**src/common/membus_settings.svh**
```systemverilog
// memory bus settings.
// widths and region tags shared by the decoder, banks and aligner.

`ifndef MEMBUS_SETTINGS_SVH
`define MEMBUS_SETTINGS_SVH

// row address width of each 32-bit bank.
`define MEMBUS_SRAM_AW 10

// master data width, each bank holds one half of it.
`define MEMBUS_DW 64

// top address nibble of the sram region.
`define MEMBUS_SRAM_TAG 4'h8

// top address nibble of the peripheral region.
// decoded only, nothing sits behind it yet.
`define MEMBUS_PERIPH_TAG 4'h9

`endif

```
**src/common/membus_pkg.sv**
```systemverilog
// memory bus package.
// types shared between the request decoder and the read aligner.

package membus_pkg;

	// region of a request, taken from the top address nibble.
	// only sram is backed by storage.
	typedef enum logic [1:0] {
		REGION_NONE   = 2'd0,
		REGION_SRAM   = 2'd1,
		REGION_PERIPH = 2'd2
	} region_e;

endpackage

```
**src/hw/memory_bus/read_align.sv**
```systemverilog
// read aligner and response generator.
// undoes the lane swap, masks non-sram reads and forwards the response strobe.

`timescale 1ns/1ps

`include "membus_settings.svh"

module read_align (
	input  logic                     valid_q,
	input  membus_pkg::region_e      region_q,
	input  logic                     realign_q,

	input  logic [`MEMBUS_DW/2-1:0]  data_eve_r,
	input  logic [`MEMBUS_DW/2-1:0]  data_odd_r,

	output logic                     rsp_valid,
	output logic [`MEMBUS_DW-1:0]    rsp_data_r
);

	logic [`MEMBUS_DW-1:0] data_joined;
	logic                  is_sram_q;

	// even word is the low half on an aligned access.
	// on an odd start the odd word holds the low half.
	assign data_joined = realign_q ? {data_eve_r, data_odd_r}
	                               : {data_odd_r, data_eve_r};

	assign is_sram_q = (region_q == membus_pkg::REGION_SRAM);

	// peripheral and unmapped reads come back as zero.
	assign rsp_data_r = is_sram_q ? data_joined : '0;

	// one response per request, no back-pressure.
	assign rsp_valid = valid_q;

endmodule

```
**config.mk**
```make
export PLATFORM = sky130hd
export DESIGN_NAME = read_align
export DESIGN_NICKNAME = d
export VERILOG_FILES = /design/src/common/membus_pkg.sv /design/src/hw/memory_bus/read_align.sv
export VERILOG_INCLUDE_DIRS = /design/src /design/src/common
export SDC_FILE = /design/constraint.sdc
export NUM_CORES = 1
export LEC_CHECK = 0
export BUFFER_PORTS_ARGS = -buffer_cell sky130_fd_sc_hd__buf_2
export CAP_MARGIN = 20
export CORE_ASPECT_RATIO = 1.4
export CORE_UTILIZATION = 34
export DETAILED_ROUTE_END_ITERATION = 10
export PLACE_DENSITY = 0.93
export SLEW_MARGIN = 25
export SYNTH_ARGS = -nofsm -noshare
export SYNTH_HDL_FRONTEND = slang
export SYNTH_SLANG_ARGS = --single-unit
```
**constraint.sdc**
```tcl
create_clock -name vclk -period 1.05
set_input_delay 0.21 -clock vclk [all_inputs]
set_output_delay 0.21 -clock vclk [all_outputs]
set_load 0.02 [all_outputs]
```
==> flow_summary_export.csv <==
group,metric,value,unit
floorplanning,initial_core_util,35.8,%
timing,slew_violations,0,
placement,gp_congestion,0.757,
timing,worst_pin_slew,0.312,ns
layout,final_cell_mix,"buf_2, nor2_2, buf_6, mux2i_1, mux2i_4",
min_path,hold_start,"valid_q",
global_route,grt_pass1_vias,1437,
outcome,status,"finished, violations left",
synthesis,avgSynthCellArea,7.16,µm²
synthesis,syn_area,1030,µm²
global_route,grt_pass1_wl,6570,µm
route,routedWlPerCell,24.6,µm
floorplanning,num_io_pins,133,
route,drt-initial-drc-count,75,
critical_path,endpoint_kind,"primary output",
run,drv_cap,0,
min_path,hold_path.class,"in -> out",
global_route,grt_max_degree,25,
route,firstDrtPassIters,4,
critical_path,crit_required,0.84,ns
critical_path,path_buf_inv,3,
pwr,power,1.37,mW
timing,grt_setup_unrepaired,"yes",
layout,final_common_cell,"buf_2",
timing,post-route-min-period,1.25,ns
clock_tree,post_cts_buffers,0,
route,postRouteAntennaNets,0,
layout,stdcell_count,311,
layout,clock_buffers,0,
pwr,leakage,1.27,nW
synthesis,seq_area_frac_synth,0,%
layout,fin_util,95.4,%
timing,max_freq,801,MHz
placement,hpwlAfterDp,3020,µm
layout,fill_cells,70,
timing,hold_slack,0.420,ns
floorplanning,core.rowCount,23,
timing,setup-violations-final,64,
layout,register_area,0,µm²
timing,timing.final.hold_violations,0,
route,routed_wl,7660,µm
critical_path,startpoint,"realign_q",
layout,area_delta_synth_final,166,%
timing,worst_slack,-0.199,ns
layout,drive_gt1_share,85.8,%
layout,multi_input_area,1360,µm²
timing,period_share,119,%
pwr,power.density,499,nW/µm²
layout,layout.nets,344,
synthesis,synth.distinct_cells,8,
placement,dpl.cell_count,303,
global_route,antenna_found_initial,0,
floorplanning,die_w,48.5,µm
floorplanning,die_area,3260,µm²
floorplanning,core_area,2880,µm²
global_route,grt.overflow.total,0,
route,vias,1857,
critical_path,critPathTopFamily,"buffers and inverters",
synthesis,syn-num-nets,212,
critical_path,arrival,1.04,ns
critical_path,cpPeakStageDelay,0.32,ns
layout,seq_cells,0,
floorplanning,die_y,67.2,µm
pwr,worst_ir_drop_vdd,0.370,mV
critical_path,path_class,"in -> out",
route,drc,0,
critical_path,start_kind,"primary input",
critical_path,crit_chain,"clkbuf_16 -> clkbuf_16 -> mux2i_1 -> nor2_2 -> buf_6",
route,avgViaCountPerCell,5.97,
timing,setup-tns-final,-7.43,ns
synthesis,synth_cells,144,
critical_path,slowest_stage,"mux2i_1",
layout,antennaDiodeCount,0,
critical_path,worst-path-max-fanout,6,
global_route,grt_util_all_layers,25.7,%
clock_tree,cts_hold_buf,0,
timing,relSlewSlack,78.6,%
outcome,failed_checks,"setup timing",
placement,portBuffers,131,
critical_path,path_common_cell,"clkbuf_16",
synthesis,synth_warnings,0,
==> stage by stage <==
stage               worst slack, ns  instance area [µm²]
detailed placement           -0.192                 1860
floorplan                   -0.0798                 1180
global placement             -0.144                 1860
finish                       -0.199                 2750
global route                 -0.227                 2750
CTS                          -0.104                 2190
==> final cells by class <==
cell class / count / share of cell area [%]
multi-input combinational: 129 / 49.6
tap: 37 / 1.69
timing repair buffer: 145 / 48.7
==> synth_stat cells <==
library cell,n,share of area (%)
mux2i_1,64,62
nor2_1,64,23
buf_2,6,2.9
buf_8,6,8.7
buf_4,1,0.73
buf_6,1,1.1
clkbuf_2,1,0.48
nand2b_1,1,0.61
==> layer usage <==
metal	GRT usage (%)	part of all wire (%)	up-vias
met4	6.25	9.0	0
li1	-	-	762
met3	3.38	8.7	73
met2	57.0	52	167
met1	24.2	30	855
met5	0	0	-
==> what timing repair did <==
item | CTS | global route
cloned | 4 | 4
resized for setup | 72 | 104
endpoints found under the hold margin | 0 | 0
setup endpoints to repair | 64 | 64
==> cells by family (layout without fill, tap and decap cells) <==
logic type    count (synthesis)  count (layout)  synth area share (%)
simple gates                 65              65                  23.9
mux                          64              64                  62.1
buf+inv                      15             145                  14.0
==> where the power goes <==
part	internal, mW	total (mW)	switching, mW
clock	0	0	0
sequential	0	0	0
combinational	0.668	1.37	0.703
total	0.668	1.37	0.703
==> final timing paths <==
path | cells after the start | end | slack (ns)
setup / recovery | 5 | rsp_data_r[28] | -0.20
hold / removal | 0 | rsp_valid | 0.42
Power figures use the tool's default switching activity.
