==> config.mk <==
export PLATFORM = sky130hd
export DESIGN_NAME = mem_decode_flat
export DESIGN_NICKNAME = d
export VERILOG_FILES = /design/src/common/membus_pkg.sv /design/src/common/bank_if.sv /design/src/hw/memory_bus/mem_decode.sv /design/src/flat_wrapper.sv
export VERILOG_INCLUDE_DIRS = /design/src /design/src/common
export SDC_FILE = /design/constraint.sdc
export NUM_CORES = 1
export LEC_CHECK = 0
export ABC_AREA = 1
export BUFFER_PORTS_ARGS = -buffer_cell sky130_fd_sc_hd__buf_2
export CAP_MARGIN = 20
export CORE_AREA = 10 10 84 86
export CTS_CLUSTER_DIAMETER = 100
export DETAILED_ROUTE_END_ITERATION = 10
export DIE_AREA = 0 0 94 96
export GPL_TIMING_DRIVEN = 0
export HOLD_SLACK_MARGIN = 0.03
export PLACE_DENSITY = 0.73
export SLEW_MARGIN = 20
export SYNTH_ARGS = -nofsm -noshare
export SYNTH_HDL_FRONTEND = slang
export SYNTH_SLANG_ARGS = --single-unit
==> constraint.sdc <==
create_clock -name CLK -period 2.44 [get_ports CLK]
set_input_delay 0.488 -clock CLK [delete_from_list [all_inputs] [get_ports CLK]]
set_output_delay 0.488 -clock CLK [all_outputs]
set_load 0.02 [all_outputs]
==> src/common/membus_settings.svh <==
// memory bus settings.
// widths and region tags shared by the decoder, banks and aligner.

`ifndef MEMBUS_SETTINGS_SVH
`define MEMBUS_SETTINGS_SVH

// row address width of each 32-bit bank.
`define MEMBUS_SRAM_AW 10

// master data width, each bank holds one half of it.
`define MEMBUS_DW 64

// top address nibble of the sram region.
`define MEMBUS_SRAM_TAG 4'h8

// top address nibble of the peripheral region.
// decoded only, nothing sits behind it yet.
`define MEMBUS_PERIPH_TAG 4'h9

`endif

==> src/common/membus_pkg.sv <==
// memory bus package.
// types shared between the request decoder and the read aligner.

package membus_pkg;

	// region of a request, taken from the top address nibble.
	// only sram is backed by storage.
	typedef enum logic [1:0] {
		REGION_NONE   = 2'd0,
		REGION_SRAM   = 2'd1,
		REGION_PERIPH = 2'd2
	} region_e;

endpackage

==> src/common/bank_if.sv <==
// bank lane interface.
// carries the split request from the decoder to the even and odd banks.

`timescale 1ns/1ps

`include "membus_settings.svh"

interface bank_if;

	// row of each bank.
	// the even row runs one ahead on an odd word start.
	logic [`MEMBUS_SRAM_AW-1:0] addr_eve;
	logic [`MEMBUS_SRAM_AW-1:0] addr_odd;

	// write data per lane, already swapped into bank order.
	logic [`MEMBUS_DW/2-1:0] data_eve_w;
	logic [`MEMBUS_DW/2-1:0] data_odd_w;

	// byte strobes per lane.
	logic [`MEMBUS_DW/16-1:0] wstrb_eve;
	logic [`MEMBUS_DW/16-1:0] wstrb_odd;

	// shared write enable, both banks write together.
	logic wen;

	// decoder side.
	modport src (
		output addr_eve,
		output addr_odd,
		output data_eve_w,
		output data_odd_w,
		output wstrb_eve,
		output wstrb_odd,
		output wen
	);

	// bank side.
	modport sink (
		input addr_eve,
		input addr_odd,
		input data_eve_w,
		input data_odd_w,
		input wstrb_eve,
		input wstrb_odd,
		input wen
	);

endinterface

==> src/hw/memory_bus/mem_decode.sv <==
// request decoder and lane splitter.
// picks the region, splits the doubleword into bank lanes and tags the read side.

`timescale 1ns/1ps

`include "membus_settings.svh"

module mem_decode (
	input  logic                     CLK,
	input  logic                     rst,

	input  logic                     req_valid,
	input  logic [63:0]              req_addr,
	input  logic [`MEMBUS_DW-1:0]    req_data_w,
	input  logic [`MEMBUS_DW/8-1:0]  req_wstrb,
	input  logic                     req_wen,

	bank_if.src                      bank,

	output logic                     valid_q,
	output membus_pkg::region_e      region_q,
	output logic                     realign_q
);

	localparam int HW = `MEMBUS_DW / 2;
	localparam int SW = `MEMBUS_DW / 16;

	membus_pkg::region_e region;
	logic realign;
	logic is_sram;
	logic [`MEMBUS_SRAM_AW-1:0] row;
	logic [`MEMBUS_SRAM_AW-1:0] row_next;

	// region from the top nibble.
	always_comb begin
		case (req_addr[63:60])
			`MEMBUS_SRAM_TAG:   region = membus_pkg::REGION_SRAM;
			`MEMBUS_PERIPH_TAG: region = membus_pkg::REGION_PERIPH;
			default:            region = membus_pkg::REGION_NONE;
		endcase
	end

	assign is_sram = (region == membus_pkg::REGION_SRAM);

	// bit 2 set means the access starts in the odd bank.
	assign realign = req_addr[2];

	// row of the doubleword, zero outside sram.
	assign row = is_sram ? req_addr[3 +: `MEMBUS_SRAM_AW] : '0;

	// wraps at the top of the bank by width.
	assign row_next = row + 1'b1;

	// odd bank always sits on the row itself.
	// the even row only moves ahead inside sram.
	assign bank.addr_odd = row;
	assign bank.addr_eve = (realign && is_sram) ? row_next : row;

	// lanes swap when the low half lands in the odd bank.
	assign bank.data_eve_w = realign ? req_data_w[HW +: HW] : req_data_w[0 +: HW];
	assign bank.data_odd_w = realign ? req_data_w[0 +: HW]  : req_data_w[HW +: HW];

	assign bank.wstrb_eve = realign ? req_wstrb[SW +: SW] : req_wstrb[0 +: SW];
	assign bank.wstrb_odd = realign ? req_wstrb[0 +: SW]  : req_wstrb[SW +: SW];

	// peripheral and unmapped writes are dropped here.
	assign bank.wen = req_valid & req_wen & is_sram;

	// response strobe follows the request one cycle later.
	always_ff @(posedge CLK) begin
		if (rst) begin
			valid_q <= 1'b0;
		end else begin
			valid_q <= req_valid;
		end
	end

	// tags for the read side, held until the next request.
	always_ff @(posedge CLK) begin
		if (rst) begin
			region_q  <= membus_pkg::REGION_NONE;
			realign_q <= 1'b0;
		end else if (req_valid) begin
			region_q  <= region;
			realign_q <= realign;
		end
	end

endmodule

==> src/flat_wrapper.sv <==
// flat-port wrapper written by rule: the top's interface ports become plain ports
module mem_decode_flat 
  (CLK, rst, req_valid, req_addr, req_data_w, req_wstrb, req_wen, valid_q, region_q, realign_q, bank_addr_eve, bank_addr_odd, bank_data_eve_w, bank_data_odd_w, bank_wstrb_eve, bank_wstrb_odd, bank_wen);
  bank_if bank_i ();
  input  logic CLK;
  input  logic rst;
  input  logic req_valid;
  input  logic [63:0] req_addr;
  input  logic [`MEMBUS_DW-1:0] req_data_w;
  input  logic [`MEMBUS_DW/8-1:0] req_wstrb;
  input  logic req_wen;
  output logic valid_q;
  output membus_pkg::region_e region_q;
  output logic realign_q;
  output wire logic [$bits(bank_i.addr_eve)-1:0] bank_addr_eve;
  output wire logic [$bits(bank_i.addr_odd)-1:0] bank_addr_odd;
  output wire logic [$bits(bank_i.data_eve_w)-1:0] bank_data_eve_w;
  output wire logic [$bits(bank_i.data_odd_w)-1:0] bank_data_odd_w;
  output wire logic [$bits(bank_i.wstrb_eve)-1:0] bank_wstrb_eve;
  output wire logic [$bits(bank_i.wstrb_odd)-1:0] bank_wstrb_odd;
  output wire logic [$bits(bank_i.wen)-1:0] bank_wen;
  assign bank_addr_eve = bank_i.addr_eve;
  assign bank_addr_odd = bank_i.addr_odd;
  assign bank_data_eve_w = bank_i.data_eve_w;
  assign bank_data_odd_w = bank_i.data_odd_w;
  assign bank_wstrb_eve = bank_i.wstrb_eve;
  assign bank_wstrb_odd = bank_i.wstrb_odd;
  assign bank_wen = bank_i.wen;
  mem_decode u_core (.CLK(CLK), .rst(rst), .req_valid(req_valid), .req_addr(req_addr), .req_data_w(req_data_w), .req_wstrb(req_wstrb), .req_wen(req_wen), .bank(bank_i), .valid_q(valid_q), .region_q(region_q), .realign_q(realign_q));
endmodule
==> flow_summary.toml <==
[drt]
detail_route.wirelength_um = 8019
route.detailed.drc = 0
drt-pass1-iter-count = 4
vias_per_cell = 4.512
drt-wirelength-per-cell_um = 14.50
wl_met2_um = 3887
drt-initial-drc-count = 67
vias = 2495
detailed_routing_wirelength_on_met1_um = 2947
postRouteAntennaNets = 0
met3_length_um = 1035
uppermost_routed_layer = "met5"

[worst_setup_path]
slowest_delay_ns = 0.16
crit_slowest_cell = "nor2_4"
cp-start-kind = "primary input"
worstPathRequired_ns = 1.95
worst-path-buf-inv = 4
worst_r2r_path_depth = 2
cp_cell_sequence = "buf_2 > inv_1 > nor2_4 > nand2_2 > buf_12 > nor2_4 > ha_4 > nand3_4 > nor2_4 > nand2_2 > o21ai_2 > buf_6"
worst_r2r_startpoint = "u_core.realign_q$_SDFFE_PP0P_"
critPathKind = "in -> out"
critical-path-top-delay-family = "simple AND/OR/NAND/NOR gates"
worstReg2RegEnd = "u_core.realign_q$_SDFFE_PP0P_"
regToRegSetupSlack_ns = 1.83
crit_path_end_kind = "output pin"
cpMostUsedCell = "nor2_4"
path_depth = 12
timing.critical_path.fanout_max = 6
crit_arrival_ns = 1.88

[sta]
clock-skew-final_ns = 0
slew-limit-headroom_pct = 66.30
setup_viol_count_final = 0
fin_crit_sh_pct = 97.23
tightest_slew_ns = 0.5056
clock.fmax_ghz = 0.4215
report.final.hold_viol_count = 0
fin_crit_ns = 2.372
post-route-worst-setup-slack_ns = 0.06762
grt_setup_unrepaired = "yes"
final-max-slew-violation-count = 0

[cells_and_area]
postLayoutCoreUtil_pct = 47.04
fillers = 593
stdcell_count = 553
share_of_post_route_cells_with_drive_strength_above_1_pct = 45.63
nets_finish = 623
regArea_um2 = 80.08
footprint_of_the_multi_input_gates_um2 = 1040
syn_to_final_growth_pct = 84.90

[synth]
synth.avg_cell_area_um2 = 4.842
xor_xnor_fraction_of_synth_area_pct = 2.548
dominantRegCellSynth = "dfxtp_1"
synth_mux_area_share_pct = 0
synth_enable_flop_cells = 0
post-synth-top-count-cell = "nand2_1"
synth.yosys.seq_area_share_pct = 5.823
post_synthesis_simple_gate_area_fraction_pct = 39.95
post_synthesis_async_set_or_reset_flop_share_pct = 0
netlist.area_leader.share_pct = 27.30
yosysTopAreaCell = "o21ai_0"
synthDistinctLibCells = 23
synth_top_family_by_area = "simple AND/OR/NAND/NOR gates"
synth_nets = 425
synthesized_area_fraction_occupied_by_ao_oa_aoi_and_oai_cells_pct = 29.48
synthTopCellsByArea = "o21ai_0 27%, nand2_1 25%, inv_1 16%, dfxtp_1 5.8%, nor2_1 4.1%"
ys_top_cells_by_count = "90 x nand2_1, 75 x o21ai_0, 57 x inv_1"
syn_warnings = 0
synth-seq-cells = 4
number_of_instances_in_the_synthesized_netlist = 284
synth.cell_area_um2 = 1375
synth_adder_area_share_pct = 0.9099

[clock_tree]
h-tree-depth = 1
cts.clk_slew.worst_paths_ns = 0.03
clock_latency_ns = 0.21
clockBufferDepth = 2
tritoncts = "yes"
cts_root_buffer = "clkbuf_8"
cts_buffers = 3
postCtsHoldBufs = 0
numClockSinks = 4

[floorplanning]
pin_count = 237
die_height_um = 96
initial_utilization_pct = 25.44
die_width_um = 94
std_cell_rows = 27
design.die.area_um2 = 9024
core_um2 = 5405

[global_routing]
via_count_of_the_first_global_routing_pass = 2532
grt_first_pass_wirelength_um = 12050
track_usage_pct = 15.95
globalRoute.totalOverflow = 0
largest_net_degree_at_the_start_of_global_routing = 11
antenna_found_initial = 2

[worst_hold_path]
min_delay_startpoint = "u_core.region_q[0]$_SDFFE_PP0P_"
min_to = "u_core.region_q[0]$_SDFFE_PP0P_"
worstHoldPathType = "reg -> reg"
min_path_cells = 2

[run_status]
run_status = "finished, final reports clean"

[placement]
numPortBuffers = 187
gp_congestion = 0.9035
dp_cells = 543
dpl.hpwl_um = 6879
preCtsSetupSlack_ns = -0.006186

[job]
maxCapViolCount = 0

[power]
vdd_ir_drop_max_uv = 136.9
total_power_mw = 0.6938
power.static_leakage_nw = 1.658
pwr_density_cell_nw_per_um2 = 272.9
## power breakdown
part / total (mW) / switching [mW] / internal (mW)
Clock: 0.136 / 0.0307 / 0.105
Combinational: 0.489 / 0.316 / 0.172
Sequential: 0.0693 / 0.000926 / 0.0684
## layer usage
layer,vias to the layer above,track usage (%)
met2,128,28.97
met4,2,3.291
met1,1081,16.16
li1,1272,-
met5,-,0
met3,12,8.016
## layout make-up
type                            count  share of cell area [%]
Antenna cell                        1                 0.09843
Tap cell                           72                   3.543
Buffer                             17                   3.445
Timing Repair Buffer              193                   38.83
Clock buffer                        3                   1.624
Sequential cell                     4                   3.150
Multi-Input combinational cell    206                   40.90
Inverter                           57                   8.415
## flip-flops by register name, indices dropped and copies added (netlist names)
name,count
u_core.region_q,2
u_core.realign_q,1
u_core.valid_q,1
## placed cells by master (no fill, tap or decap)
cell / Yosys / layout
buf_2: 6 / 192
clkbuf_8: 0 / 3
diode_2: 0 / 1
nand4_1: 4 / 4
dfxtp_1: 4 / 4
nand2_1: 90 / 89
nor2_1: 15 / 13
nand2_2: 3 / 4
inv_1: 57 / 57
buf_6: 1 / 1
buf_12: 0 / 1
a211oi_1: 1 / 1
nor2_8: 2 / 2
o21ai_2: 1 / 1
nor2_2: 1 / 1
clkbuf_1: 9 / 9
o21ai_0: 75 / 75
buf_4: 0 / 6
nand3_1: 2 / 2
ha_4: 0 / 1
nand3_4: 0 / 1
nor2_4: 4 / 6
xor2_1: 2 / 2
a21oi_1: 1 / 1
a32oi_1: 1 / 1
xnor2_1: 2 / 2
buf_1: 1 / 1
## kinds of logic after synthesis
logic type / after synthesis
flops: 4
xor+xnor: 4
simple gates: 122
buf+inv: 74
compound gates: 79
fa+ha+maj: 1
## worst max path at each step
stage            startpoint                to  slack, ns
3_3_place_gp   req_addr[62]  bank_addr_eve[4]       0.02
2_1_floorplan  req_addr[63]  bank_addr_eve[6]       0.07
3_5_place_dp   req_addr[62]  bank_addr_eve[6]     -0.006
5_1_grt        req_addr[63]  bank_addr_eve[6]      -0.03
4_1_cts        req_addr[62]  bank_addr_eve[6]       0.01
6_report       req_addr[63]  bank_addr_eve[6]       0.07
## worst min-delay path, cell delays in order, from the launching register on
cell and delay, ns:
dfxtp_1 0.30, nand2_1 0.06, a21oi_1 0.06
## per-stage QoR
step	setup TNS (ns)	area [um2]	hold slack, ns
5_1_grt	-0.07990	2542	0.4945
3_5_place_dp	-0.006186	2406	0.4713
3_3_place_gp	0	2406	0.4485
6_report	0	2542	0.4713
4_1_cts	0	2457	0.4761
2_1_floorplan	0	1380	0.5343
## what timing repair did
item	CTS	global route
endpoints found under the hold margin	0	0
pin swaps	0	5
setup endpoints to repair	1	4
buffers inserted	0	6
gates resized for setup	3	7
(Power assumes the default switching activity.)
